===== config.mk =====
export PLATFORM = sky130hd
export DESIGN_NAME = branch_unit
export DESIGN_NICKNAME = d
export VERILOG_FILES = /design/src/hw/isa_pkg.sv /design/src/hw/branch_unit.sv
export VERILOG_INCLUDE_DIRS = /design/src /design/src/hw
export SDC_FILE = /design/constraint.sdc
export NUM_CORES = 1
export LEC_CHECK = 0
export BUFFER_PORTS_ARGS = -buffer_cell sky130_fd_sc_hd__buf_4
export CAP_MARGIN = 20
export CORE_AREA = 2 2 150 152
export DETAILED_ROUTE_END_ITERATION = 12
export DIE_AREA = 0 0 152 154
export PLACE_DENSITY = 0.73
export SLEW_MARGIN = 5
export SYNTH_ARGS = -nofsm -noshare
export SYNTH_HDL_FRONTEND = slang
export SYNTH_SLANG_ARGS = --single-unit

===== constraint.sdc =====
create_clock -name vclk -period 8.5
set_input_delay 1.275 -clock vclk [all_inputs]
set_output_delay 1.275 -clock vclk [all_outputs]
set_load 0.005 [all_outputs]

===== src/hw/core_defs.svh =====
// ----------------------------------------
// Widths and reset vector for the RV64 slice
// Register index width must cover REG_COUNT
// ----------------------------------------
`ifndef CORE_DEFS_SVH
`define CORE_DEFS_SVH

`define XLEN         64
`define ILEN         32
`define REG_COUNT    32
`define REG_IDX_W    5

// First fetch address out of reset
`define RESET_VECTOR 64'h0000_0000_8000_0000

`define CNT_W        64

`endif


===== src/hw/isa_pkg.sv =====
// ----------------------------------------
// RV64 encodings for the supported subset
// Only 32-bit formats, no compressed forms
// ----------------------------------------
`default_nettype none

package isa_pkg;

    typedef enum logic [6:0] {
        OP_LUI    = 7'b0110111,
        OP_IMM    = 7'b0010011,
        OP_REG    = 7'b0110011,
        OP_BRANCH = 7'b1100011,
        OP_JAL    = 7'b1101111
    } opcode_t;

    typedef enum logic [2:0] {
        F3_BEQ  = 3'b000,
        F3_BNE  = 3'b001,
        F3_BLT  = 3'b100,
        F3_BGE  = 3'b101,
        F3_BLTU = 3'b110,
        F3_BGEU = 3'b111
    } branch_funct3_t;

    typedef enum logic [2:0] {
        F3_ADD_SUB = 3'b000,
        F3_SLL     = 3'b001,
        F3_SLT     = 3'b010
    } alu_funct3_t;

    // ----------------------------------------
    // Instruction format views
    // ----------------------------------------
    typedef struct packed {
        logic [6:0] funct7;
        logic [4:0] rs2;
        logic [4:0] rs1;
        logic [2:0] funct3;
        logic [4:0] rd;
        logic [6:0] opcode;
    } r_type_t;

    typedef struct packed {
        logic [11:0] imm;
        logic [4:0]  rs1;
        logic [2:0]  funct3;
        logic [4:0]  rd;
        logic [6:0]  opcode;
    } i_type_t;

    typedef struct packed {
        logic       imm_12;
        logic [5:0] imm_10_5;
        logic [4:0] rs2;
        logic [4:0] rs1;
        logic [2:0] funct3;
        logic [3:0] imm_4_1;
        logic       imm_11;
        logic [6:0] opcode;
    } b_type_t;

    typedef struct packed {
        logic [19:0] imm;       // Bits 31:12 of the result
        logic [4:0]  rd;
        logic [6:0]  opcode;
    } u_type_t;

    typedef struct packed {
        logic       imm_20;
        logic [9:0] imm_10_1;
        logic       imm_11;
        logic [7:0] imm_19_12;
        logic [4:0] rd;
        logic [6:0] opcode;
    } j_type_t;

    typedef union packed {
        r_type_t r;
        i_type_t i;
        b_type_t b;
        u_type_t u;
        j_type_t j;
    } instr_word_t;

endpackage

`default_nettype wire


===== src/hw/branch_unit.sv =====
// ----------------------------------------
// Static not-taken, any taken target redirects
// ----------------------------------------
`timescale 1ns/1ps
`default_nettype none
`include "core_defs.svh"

module branch_unit (
    input  wire [`XLEN-1:0]              pc,
    input  wire [`XLEN-1:0]              rs1_val,
    input  wire [`XLEN-1:0]              rs2_val,
    input  wire [`XLEN-1:0]              imm,
    input  wire                          is_branch,
    input  wire                          is_jal,
    input  wire isa_pkg::branch_funct3_t branch_funct3,
    output logic [`XLEN-1:0]             next_pc,
    output logic                         redirect,
    output logic [`XLEN-1:0]             link
);

    logic cond;

    always_comb begin
        case (branch_funct3)
            isa_pkg::F3_BEQ:  cond = (rs1_val == rs2_val);
            isa_pkg::F3_BNE:  cond = (rs1_val != rs2_val);
            isa_pkg::F3_BLT:  cond = ($signed(rs1_val) < $signed(rs2_val));
            isa_pkg::F3_BGE:  cond = ($signed(rs1_val) >= $signed(rs2_val));
            isa_pkg::F3_BLTU: cond = (rs1_val < rs2_val);
            isa_pkg::F3_BGEU: cond = (rs1_val >= rs2_val);
            default:          cond = 1'b0;
        endcase
    end

    assign link     = pc + `XLEN'd4;
    assign redirect = (is_branch && cond) || is_jal;
    assign next_pc  = redirect ? pc + imm : link;

endmodule

`default_nettype wire


==> qor.yml, run 1 <==
outcome:
  outcome: "completed"
synthesis:
  yosysMostFrequentCell: "ha_1"
  yosysSeqAreaShare_pct: 0
  synth_top_family_by_area: "simple AND/OR/NAND/NOR gates"
  synthCells: 1049
  synth_compound_area_share_pct: 21.93
  synth-xor-area-share_pct: 13.83
  muxShareOfSynthArea_pct: 12.15
  syn_area_sq_um: 7538
  synthTopCellsByArea: "ha_1 21%, mux2_4 10%, xnor2_1 8.8%, a21oi_1 6.4%, nand2_1 5.1%"
  yosys.area.top_type_share_pct: 21.24
  yosysWarnings: 0
  synth_area_leader_cell: "ha_1"
  synth.distinct_cells: 70
  syn_nets: 1439
  yosys.area_share.simple_pct: 22.82
  avgSynthCellArea_sq_um: 7.186
  synth_fa_ha_area_share_pct: 21.51
  synthTopCellsByCount: "128 x ha_1, 103 x nand2_1, 97 x a21oi_1"
floorplanning:
  initial_core_util_pct: 34.76
  fp.dieW_um: 152
  fp.dieH_um: 154
  io_pins: 390
  die-area_sq_um: 23410
  coreArea_sq_um: 21690
  rows: 54
drt:
  drt_iter0_drc: 483
  wl_per_cell_um: 18.42
  wl_met1_um: 13470
  wl_um: 31260
  routed-wl-met2_um: 15050
  dr.pass1.iters: 5
  wl_met3_um: 1981
  detail-route-antenna-nets: 0
  drc_errors: 0
  top_layer_used: "met4"
  vias_per_cell: 5.374
  vias: 9119
sta:
  drv_slew: 0
  fin_crit_ns: 6.126
  clock.fmax_ghz: 0.1632
  finalSetupViolCount: 0
  hold_viol: 0
  relSlewSlack_pct: 41.30
  period_share_pct: 72.07
  worst_pin_slew_ns: 0.8805
  rsz0062_at_grt: "no"
  fin_setup_tns_ns: 0
place:
  place_congestion: 0.9890
  dp_hpwl_um: 27530
  dpl-instance-area_sq_um: 10600
  placed_cells: 1691
  portBuffers: 390
final_layout:
  fillers: 2222
  seq_area_sq_um: 0
  drive_gt1_share_pct: 32.74
  syn_to_final_growth_pct: 40.86
  fin_area_sq_um: 10620
  nets: 1803
  final_cell_count_no_fill: 1697
  clock_buffers: 0
  final_util_pct: 48.96
  n_sequential_cell: 0
pwr:
  p_leak_nw: 5.508
  cellPowerDensity_nw_per_um2: 73.26
  ir_drop_uv: 38.04
global_routing:
  grt_pass1_wl_um: 47890
  overflow: 0
  groute.usage.overall_pct: 24.99
  grt_max_degree: 64
  grt_pass1_vias: 8912
  antenna_found_initial: 6
setup_path:
  worstSetupPathType: "primary input to output port"
  crit_path_end_kind: "output port"
  crit_arrival_ns: 4.85
  worstPathMaxFanout: 63
  required_ns: 7.22
  critPathLaunch: "rs2_val[26]"
  start_kind: "primary input"
clock_tree:
  cts_setup_buffers: 0
  holdBufCountCts: 0
  cts_resized: 0
min_path:
  min_from: "pc[1]"
  hold_depth: 2
  worstHoldPathType: "primary input to output port"
  holdPathEnd: "link[1]"
run:
  drv_cap: 0
## layer usage
metal / vias up / track usage (%)
met4: 0 / 6.676
met1: 4182 / 31.59
met3: 38 / 3.382
met2: 377 / 44.51
li1: 4522 / -
met5: - / 0
## cells in the final DEF, fill, tap and decap left out, types with 8 or more instances in the layout
master / synthesis / routed
buf_4: 2 / 390
ha_1: 128 / 128
nand2_1: 103 / 103
a21oi_1: 97 / 97
inv_1: 96 / 96
xnor2_1: 76 / 76
nor2_1: 67 / 67
mux2_4: 52 / 52
nand3_1: 43 / 43
xor2_1: 43 / 43
o21ai_0: 43 / 43
nand4_1: 38 / 38
a21o_1: 28 / 28
and3_1: 24 / 24
nor3_1: 17 / 17
nand2b_1: 12 / 12
and2_1: 10 / 10
o21ai_1: 10 / 10
mux2i_1: 9 / 9
a211oi_1: 8 / 8
o21a_1: 8 / 8
nor2b_1: 8 / 8
o211ai_1: 8 / 8
## power by group
group	internal, W	switching, W
Combinational	0.000410	0.000368
Sequential	0	0
Clock	0.0000000000948	0
## layout make-up
| class | instances | area [sq um] | share of cell area, % |
|---|---|---|---|
| multi-input cells | 923 | 6953 | 65.48 |
| repair buffers | 390 | 2928 | 27.57 |
| inverters | 98 | 372.9 | 3.511 |
| well taps | 280 | 350.3 | 3.299 |
| diodes | 6 | 15.01 | 0.1414 |
## cells by family (layout without fill, tap and decap cells)
kind of cell | after synthesis | after routing
and+or+nand+nor | 348 | 348
AOI/OAI and AO/OA | 262 | 262
adders and majority gates | 129 | 129
buffers and inverters | 126 | 488
xor gates and xnor gates | 119 | 119
muxes | 65 | 65
other | 0 | 6
## worst max path at each step
stage                  endpoint  slack [ns]  cells past startpoint
detailed placement  next_pc[63]        2.41                     15
floorplan           next_pc[60]        3.49                     13
CTS                 next_pc[63]        2.41                     14
global route        next_pc[63]        2.14                     15
finish              next_pc[63]        2.37                     14
global placement    next_pc[63]        2.49                     13
## through the flow
| stage | setup slack [ns] | power, W | hold slack [ns] |
|---|---|---|---|
| 2_1_floorplan | 3.489 | 0.0004431 | 2.577 |
| 4_1_cts | 2.409 | 0.0007745 | 2.753 |
| 5_1_grt | 2.145 | 0.0008461 | 2.755 |
| 3_5_place_dp | 2.409 | 0.0007688 | 2.752 |
| 6_report | 2.374 | 0.0007779 | 2.753 |
| 3_3_place_gp | 2.489 | 0.0007637 | 2.751 |
## worst max-delay path: stages
cell,delay [ns]
buf_4,0.08
inv_1,0.04
ha_1,0.32
nand4_1,0.16
nor4_1,0.47
nand4_1,0.24
or3_1,0.39
a21oi_1,0.15
o21ai_1,0.08
a31oi_1,0.27
a21oi_4,0.14
inv_6,0.61
mux2_2,0.45
buf_4,0.14
(Power assumes the default switching activity.)
==> inputs of run 2 (changes only) <==
ABC_AREA = 1   (was unset)
CORE_AREA = unset   (was 2 2 150 152)
CORE_ASPECT_RATIO = 1.25   (was unset)
CORE_MARGIN = 1   (was unset)
CORE_UTILIZATION = 35   (was unset)
DIE_AREA = unset   (was 0 0 152 154)
PLACE_DENSITY = 0.71   (was 0.73)
clock period = 5.8 ns   (was 8.5 ns; I/O delays follow)
==> run 2 against run 1 <==
Final cell count rose by 34%. Flip-flop and latch count did not move. First-iteration DRC count rose by 72%. Combinational power rose by 56%. Highest routed layer unchanged. Clock-buffer cell count did not move. Non-clock buffer count grew 5. Via count grew 32%. Synthesized cell count increased by 50%. Wire length grew 42%.
==> qor.yml, run 2 <==
outcome:
  outcome: "completed"  # unchanged
final_layout:
  final_cell_mix: "395 x buf_4, 393 x nand2_1, 246 x inv_1"  # was 390 x buf_4, 128 x ha_1, 103 x nand2_1
  nets: 2334  # was 1803
  n_sequential_cell: 0  # unchanged
  seq_area_sq_um: 0  # unchanged
  drive_gt1_share_pct: 21.88  # was 32.74%
  diodes: 0  # was 6
  fillers: 2662  # was 2222
  syn_to_final_growth_pct: 36.97  # was 40.86%
  fin_area_sq_um: 11820  # was 10620 sq um
  layout_commonest_cell: "buf_4"  # unchanged
  clock_buffers: 0  # unchanged
sta:
  worst_pin_slew_ns: 0.7532  # was 0.8805 ns
  hold_viol: 0  # unchanged
  fin_setup_tns_ns: 0  # unchanged
  finalSetupViolCount: 0  # unchanged
  fin_crit_ns: 4.600
  whs_ns: 1.941  # was 2.753 ns
  period_share_pct: 79.31
  rsz0062_at_grt: "no"  # unchanged
  relSlewSlack_pct: 49.42  # was 41.30%
  clock.fmax_ghz: 0.2174
  drv_slew: 0  # unchanged
setup_path:
  path_cells: "buf_4 -> ha_1 -> nand4_1 -> nor3_1 -> and2_1 -> nand2_1 -> nor2_2 -> nor2_1 -> a21oi_1 -> nand2_1 -> nor2_1 -> nand3_1 -> nand2_2 -> nand2_2 -> buf_4 -> nand2_1 -> nand2_1 -> buf_4"  # was buf_4 -> inv_1 -> ha_1 -> nand4_1 -> nor4_1 -> nand4_1 -> or3_1 -> a21oi_1 -> o21ai_1 -> a31oi_1 -> a21oi_4 -> inv_6 -> mux2_2 -> buf_4
  crit_top_cell: "nand2_1"
  start_kind: "primary input"  # unchanged
  critPathMaxStageDelay_ns: 0.38  # was 0.61 ns
  worstPathMaxFanout: 28  # was 63
  worstSetupPathType: "primary input to output port"  # unchanged
  required_ns: 4.93  # was 7.22 ns
  slowest_stage: "buf_4"  # was inv_6
  crit_arrival_ns: 3.73  # was 4.85 ns
  crit_path_end_kind: "output port"  # unchanged
clock_tree:
  holdBufCountCts: 0  # unchanged
  cts_resized: 0  # unchanged
  cts_setup_buffers: 0  # unchanged
synthesis:
  yosys.area_share.simple_pct: 40.67  # was 22.82%
  yosysWarnings: 0  # unchanged
  synth_compound_area_share_pct: 15.33  # was 21.93%
  synth-xor-area-share_pct: 12.27  # was 13.83%
  synthTopCellsByArea: "ha_1 19%, nand2_1 17%, inv_1 11%, xor2_1 8.8%, nor2_1 7.7%"  # was ha_1 21%, mux2_4 10%, xnor2_1 8.8%, a21oi_1 6.4%, nand2_1 5.1%
  synthTopCellsByCount: "395 x nand2_1, 247 x inv_1, 178 x nor2_1"  # was 128 x ha_1, 103 x nand2_1, 97 x a21oi_1
  yosysSeqAreaShare_pct: 0  # unchanged
  avgSynthCellArea_sq_um: 5.497  # was 7.186 sq um
  synthCells: 1570  # was 1049
  muxShareOfSynthArea_pct: 0  # was 12.15%
  synth_fa_ha_area_share_pct: 18.79  # was 21.51%
  yosys.area.top_type_share_pct: 18.56  # was 21.24%
  syn_area_sq_um: 8630  # was 7538 sq um
  yosysMostFrequentCell: "nand2_1"  # was ha_1
  synth_area_leader_cell: "ha_1"  # unchanged
  synth.distinct_cells: 44  # was 70
  syn_nets: 1960  # was 1439
  synth_top_family_by_area: "simple AND/OR/NAND/NOR gates"  # unchanged
drt:
  drt_iter0_drc: 831  # was 483
  drc_errors: 0  # unchanged
  dr.pass1.iters: 6  # was 5
  vias: 12020  # was 9119
  wl_um: 44550  # was 31260 um
  vias_per_cell: 5.301  # was 5.374
  wl_per_cell_um: 19.65  # was 18.42 um
  detail-route-antenna-nets: 0  # unchanged
global_routing:
  grt_pass1_wl_um: 66040  # was 47890 um
  overflow: 0  # unchanged
  groute.usage.overall_pct: 34.37  # was 24.99%
  grt_pass1_vias: 11730  # was 8912
  grt_max_degree: 65  # was 64
  antenna_found_initial: 0  # was 6
min_path:
  hold_depth: 2  # unchanged
  holdPathEnd: "link[1]"  # unchanged
  worstHoldPathType: "primary input to output port"  # unchanged
  min_from: "pc[1]"  # unchanged
pwr:
  p_leak_nw: 6.443  # was 5.508 nW
  cellPowerDensity_nw_per_um2: 102.5  # was 73.26 nW/um^2
  ir_drop_uv: 59.28  # was 38.04 uV
floorplanning:
  die-area_sq_um: 25290  # was 23410 sq um
  rows: 63  # was 54
  io_pins: 390  # unchanged
  fp.dieW_um: 142.4  # was 152 um
  coreArea_sq_um: 23960  # was 21690 sq um
  initial_core_util_pct: 36.01  # was 34.76%
  fp.dieH_um: 177.6  # was 154 um
place:
  place_congestion: 1.086  # was 0.9890
  dpl-instance-area_sq_um: 11820  # was 10600 sq um
  dp_hpwl_um: 39590  # was 27530 um
  portBuffers: 390  # unchanged
run:
  drv_cap: 0  # unchanged
==> run 2: worst max-delay path by stage <==
stage | start | endpoint | slack, ns | cells after the start
after floorplan | pc[0] | next_pc[56] | 2.13 | 18
after global routing | rs1_val[43] | next_pc[60] | 0.88 | 17
after global placement | rs1_val[43] | next_pc[36] | 1.27 | 17
final | rs1_val[55] | next_pc[60] | 1.20 | 18
after CTS | rs1_val[41] | next_pc[36] | 1.24 | 17
after detailed placement | rs1_val[41] | next_pc[36] | 1.24 | 17
==> run 2: kinds of logic after synthesis <==
group                    count (synthesis)
AO/OA/AOI/OAI                          242
XOR/XNOR                               120
adder cells (fa/ha/maj)                129
buffers and inverters                  271
AND/OR/NAND/NOR                        808
==> run 2: layout make-up <==
type / instances / area, sq um / share of cell area (%)
timing repair buffer: 395 / 2965 / 25.09
tap: 325 / 406.6 / 3.440
inverter: 248 / 930.9 / 7.876
multi-input combinational: 1299 / 7517 / 63.60
==> run 2: per-layer routing <==
layer / global-route usage, % / vias to the layer above / part of all wire (%)
li1: - / 5892 / -
met1: 39.03 / 5287 / 39
met2: 61.03 / 700 / 46
met3: 4.587 / 138 / 8.1
met4: 20.12 / 0 / 6.8
met5: 0 / - / 0
==> run 2: through the flow <==
stage | utilization [%] | power [W] | setup slack [ns] | cells
finish | 49.33 | 0.001212 | 1.200 | 2267
global route | 49.33 | 0.001319 | 0.8836 | 2267
CTS | 49.33 | 0.001193 | 1.237 | 2267
detailed placement | 49.33 | 0.001185 | 1.243 | 2267
global placement | 49.33 | 0.001186 | 1.266 | 2267
floorplan | - | 0.0006194 | 2.135 | 1570
==> run 2: report_power, final <==
group / internal (W) / total [W] / switching [W]
logic: 0.000508 / 0.00121 / 0.000704
registers: 0 / 0 / 0
clock network: 0 / 0 / 0
total: 0.000508 / 0.00121 / 0.000704
==> run 2: critical path: cells and delay by family <==
kind,cells,cell delay [ns]
AND/OR/NAND/NOR,13,1.78
buffers and inverters,3,0.64
adder cells (fa/ha/maj),1,0.31
AO/OA/AOI/OAI,1,0.11
==> inputs of run 3 (changes only) <==
PLACE_DENSITY = 0.74   (was 0.71)
clock period = 4.2 ns   (was 5.8 ns; I/O delays follow)
==> run 3 against run 2 <==
Non-clock buffer count up 16. Final cell count up 0.71%. Sequential share of layout area unchanged. First-iteration DRC count decreased by 4.5%. Utilization grew 0.62 points. Global-route usage grew 2.5 points. Die area is the same. Via count up 1.3%. Clock-buffer cell count did not move. Worst setup slack worse by 1.1 ns. Total power increased by 42%. Critical path depth is 6 lower. Critical path type unchanged. Critical endpoint is now next_pc[61]. Largest cell class unchanged.
==> qor.yml, run 3 (synthesis gave the netlist of run 2 again) <==
outcome:
  outcome: "completed"  # unchanged
setup_path:
  worstSetupPathType: "primary input to output port"  # unchanged
  required_ns: 3.57  # was 4.93 ns
  path_cells: "buf_4 -> nand2_1 -> nor2_1 -> nand4_1 -> nor4_4 -> nand3_1 -> nor2_1 -> nand2_1 -> xnor2_1 -> nand3_1 -> nand2_1 -> buf_4"  # was buf_4 -> ha_1 -> nand4_1 -> nor3_1 -> and2_1 -> nand2_1 -> nor2_2 -> nor2_1 -> a21oi_1 -> nand2_1 -> nor2_1 -> nand3_1 -> nand2_2 -> nand2_2 -> buf_4 -> nand2_1 -> nand2_1 -> buf_4
  slowest_stage: "nor4_4"  # was buf_4
  critPathMaxStageDelay_ns: 0.49  # was 0.38 ns
  crit_arrival_ns: 3.43  # was 3.73 ns
  crit_path_end_kind: "output port"  # unchanged
  worstPathMaxFanout: 4  # was 28
  start_kind: "primary input"  # unchanged
  crit_top_cell: "nand2_1"  # unchanged
floorplanning:
  fp.dieW_um: 142.4  # unchanged
  rows: 63  # unchanged
  die-area_sq_um: 25290  # unchanged
  initial_core_util_pct: 36.01  # unchanged
  fp.dieH_um: 177.6  # unchanged
  io_pins: 390  # unchanged
  coreArea_sq_um: 23960  # unchanged
sta:
  clock.fmax_ghz: 0.2463
  relSlewSlack_pct: 47.35  # was 49.42%
  whs_ns: 1.460  # was 1.941 ns
  finalSetupViolCount: 0  # unchanged
  rsz0062_at_grt: "no"  # unchanged
  worst_pin_slew_ns: 0.7825  # was 0.7532 ns
  period_share_pct: 96.68
  drv_slew: 0  # unchanged
  hold_viol: 0  # unchanged
  fin_crit_ns: 4.061
  layout_setup_ws_ns: 0.1394  # was 1.200 ns
drt:
  drc_errors: 0  # unchanged
  detail-route-antenna-nets: 0  # unchanged
  wl_um: 47470  # was 44550 um
  dr.pass1.iters: 6  # unchanged
  vias_per_cell: 5.331  # was 5.301
  wl_per_cell_um: 20.79  # was 19.65 um
  vias: 12170  # was 12020
  drt_iter0_drc: 794  # was 831
place:
  place_congestion: 1.178  # was 1.086
  portBuffers: 390  # unchanged
  dpl-instance-area_sq_um: 11950  # was 11820 sq um
  place_ws_ns: -0.1072  # was 1.243 ns
  placed_cells: 2283  # was 2267
  dp_hpwl_um: 42080  # was 39590 um
run:
  drv_cap: 0  # unchanged
final_layout:
  drive_gt1_share_pct: 22.63  # was 21.88%
  nets: 2350  # was 2334
  syn_to_final_growth_pct: 38.70  # was 36.97%
  final_util_pct: 49.95  # was 49.33%
  fillers: 2642  # was 2662
  fin_area_sq_um: 11970  # was 11820 sq um
  diodes: 0  # unchanged
  multiInputGateArea_sq_um: 7533  # was 7517 sq um
  final_cell_mix: "410 x buf_4, 393 x nand2_1, 246 x inv_1"  # was 395 x buf_4, 393 x nand2_1, 246 x inv_1
  layout_commonest_cell: "buf_4"  # unchanged
  n_sequential_cell: 0  # unchanged
  final_cell_count_no_fill: 2283  # was 2267
  seq_area_sq_um: 0  # unchanged
  clock_buffers: 0  # unchanged
clock_tree:
  cts_setup_buffers: 0  # unchanged
pwr:
  p_leak_nw: 6.536  # was 6.443 nW
  ir_drop_uv: 77.44  # was 59.28 uV
  cellPowerDensity_nw_per_um2: 144.0  # was 102.5 nW/um^2
global_routing:
  grt_pass1_wl_um: 69790  # was 66040 um
  groute.usage.overall_pct: 36.90  # was 34.37%
  grt_max_degree: 66  # was 65
  antenna_found_initial: 0  # unchanged
  grt_pass1_vias: 12040  # was 11730
  overflow: 0  # unchanged
min_path:
  min_from: "pc[1]"  # unchanged
  hold_depth: 2  # unchanged
  worstHoldPathType: "primary input to output port"  # unchanged
  holdPathEnd: "link[1]"  # unchanged
run 3: changes by cell type in the layout (fill, tap and decap cells not counted):
| cell | previous run | this run |
|---|---|---|
| buf_4 | 395 | 410 |
| a21oi_1 | 125 | 124 |
| a21oi_2 | 0 | 1 |
| buf_12 | 0 | 1 |
| nor4_2 | 1 | 0 |
| nor4_4 | 1 | 2 |
| o21ai_0 | 65 | 64 |
| o21ai_2 | 0 | 1 |
run 3: power by group:
group / total [W] / switching [W] / internal [W]
Sequential: 0 / 0 / 0
Combinational: 0.00172 / 0.00100 / 0.000723
Clock: 0 / 0 / 0
Total: 0.00172 / 0.00100 / 0.000723
run 3: how the worst max path moves through the flow:
stage	start	to	slack, ns
2_1_floorplan	pc[0]	next_pc[56]	1.01
3_3_place_gp	pc[0]	next_pc[32]	-0.03
3_5_place_dp	pc[0]	next_pc[32]	-0.11
4_1_cts	pc[0]	next_pc[32]	0.06
5_1_grt	rs1_val[41]	next_pc[23]	0.007
6_report	pc[17]	next_pc[61]	0.14
run 3: routing by layer:
metal  up-vias  part of all wire [%]  wire length, um  global-route usage (%)
li1       5913                     -                -                       -
met1      5373                    37            17400                   40.28
met2       716                    45            21380                   62.25
met3       169                   8.9             4229                   6.854
met4         0                   9.4             4462                   30.02
met5         -                     0                0                       0
run 3: final cells by class:
cell class | count | area share [%]
multi-input cells | 1299 | 62.94
repair buffers | 411 | 25.88
well taps | 325 | 3.397
inverters | 248 | 7.778
run 3: metrics by stage:
stage / total power, W / TNS, ns
after global routing: 0.001871 / 0
after floorplan: 0.0008553 / 0
after CTS: 0.001695 / 0
after detailed placement: 0.001683 / -0.1072
after global placement: 0.001687 / -0.03673
final: 0.001724 / 0
run 3: timing repair:
action	4_1_cts	5_1_grt
pin swaps	0	0
setup endpoints to repair	2	4
hold buffers	0	0
gates cloned	0	0
resized for setup	1	3
run 3: worst max-delay path, delay by kind of cell:
| family | cells | cell delay, ns |
|---|---|---|
| xor+xnor | 1 | 0.24 |
| buf+inv | 2 | 0.22 |
| simple gates | 9 | 2.34 |
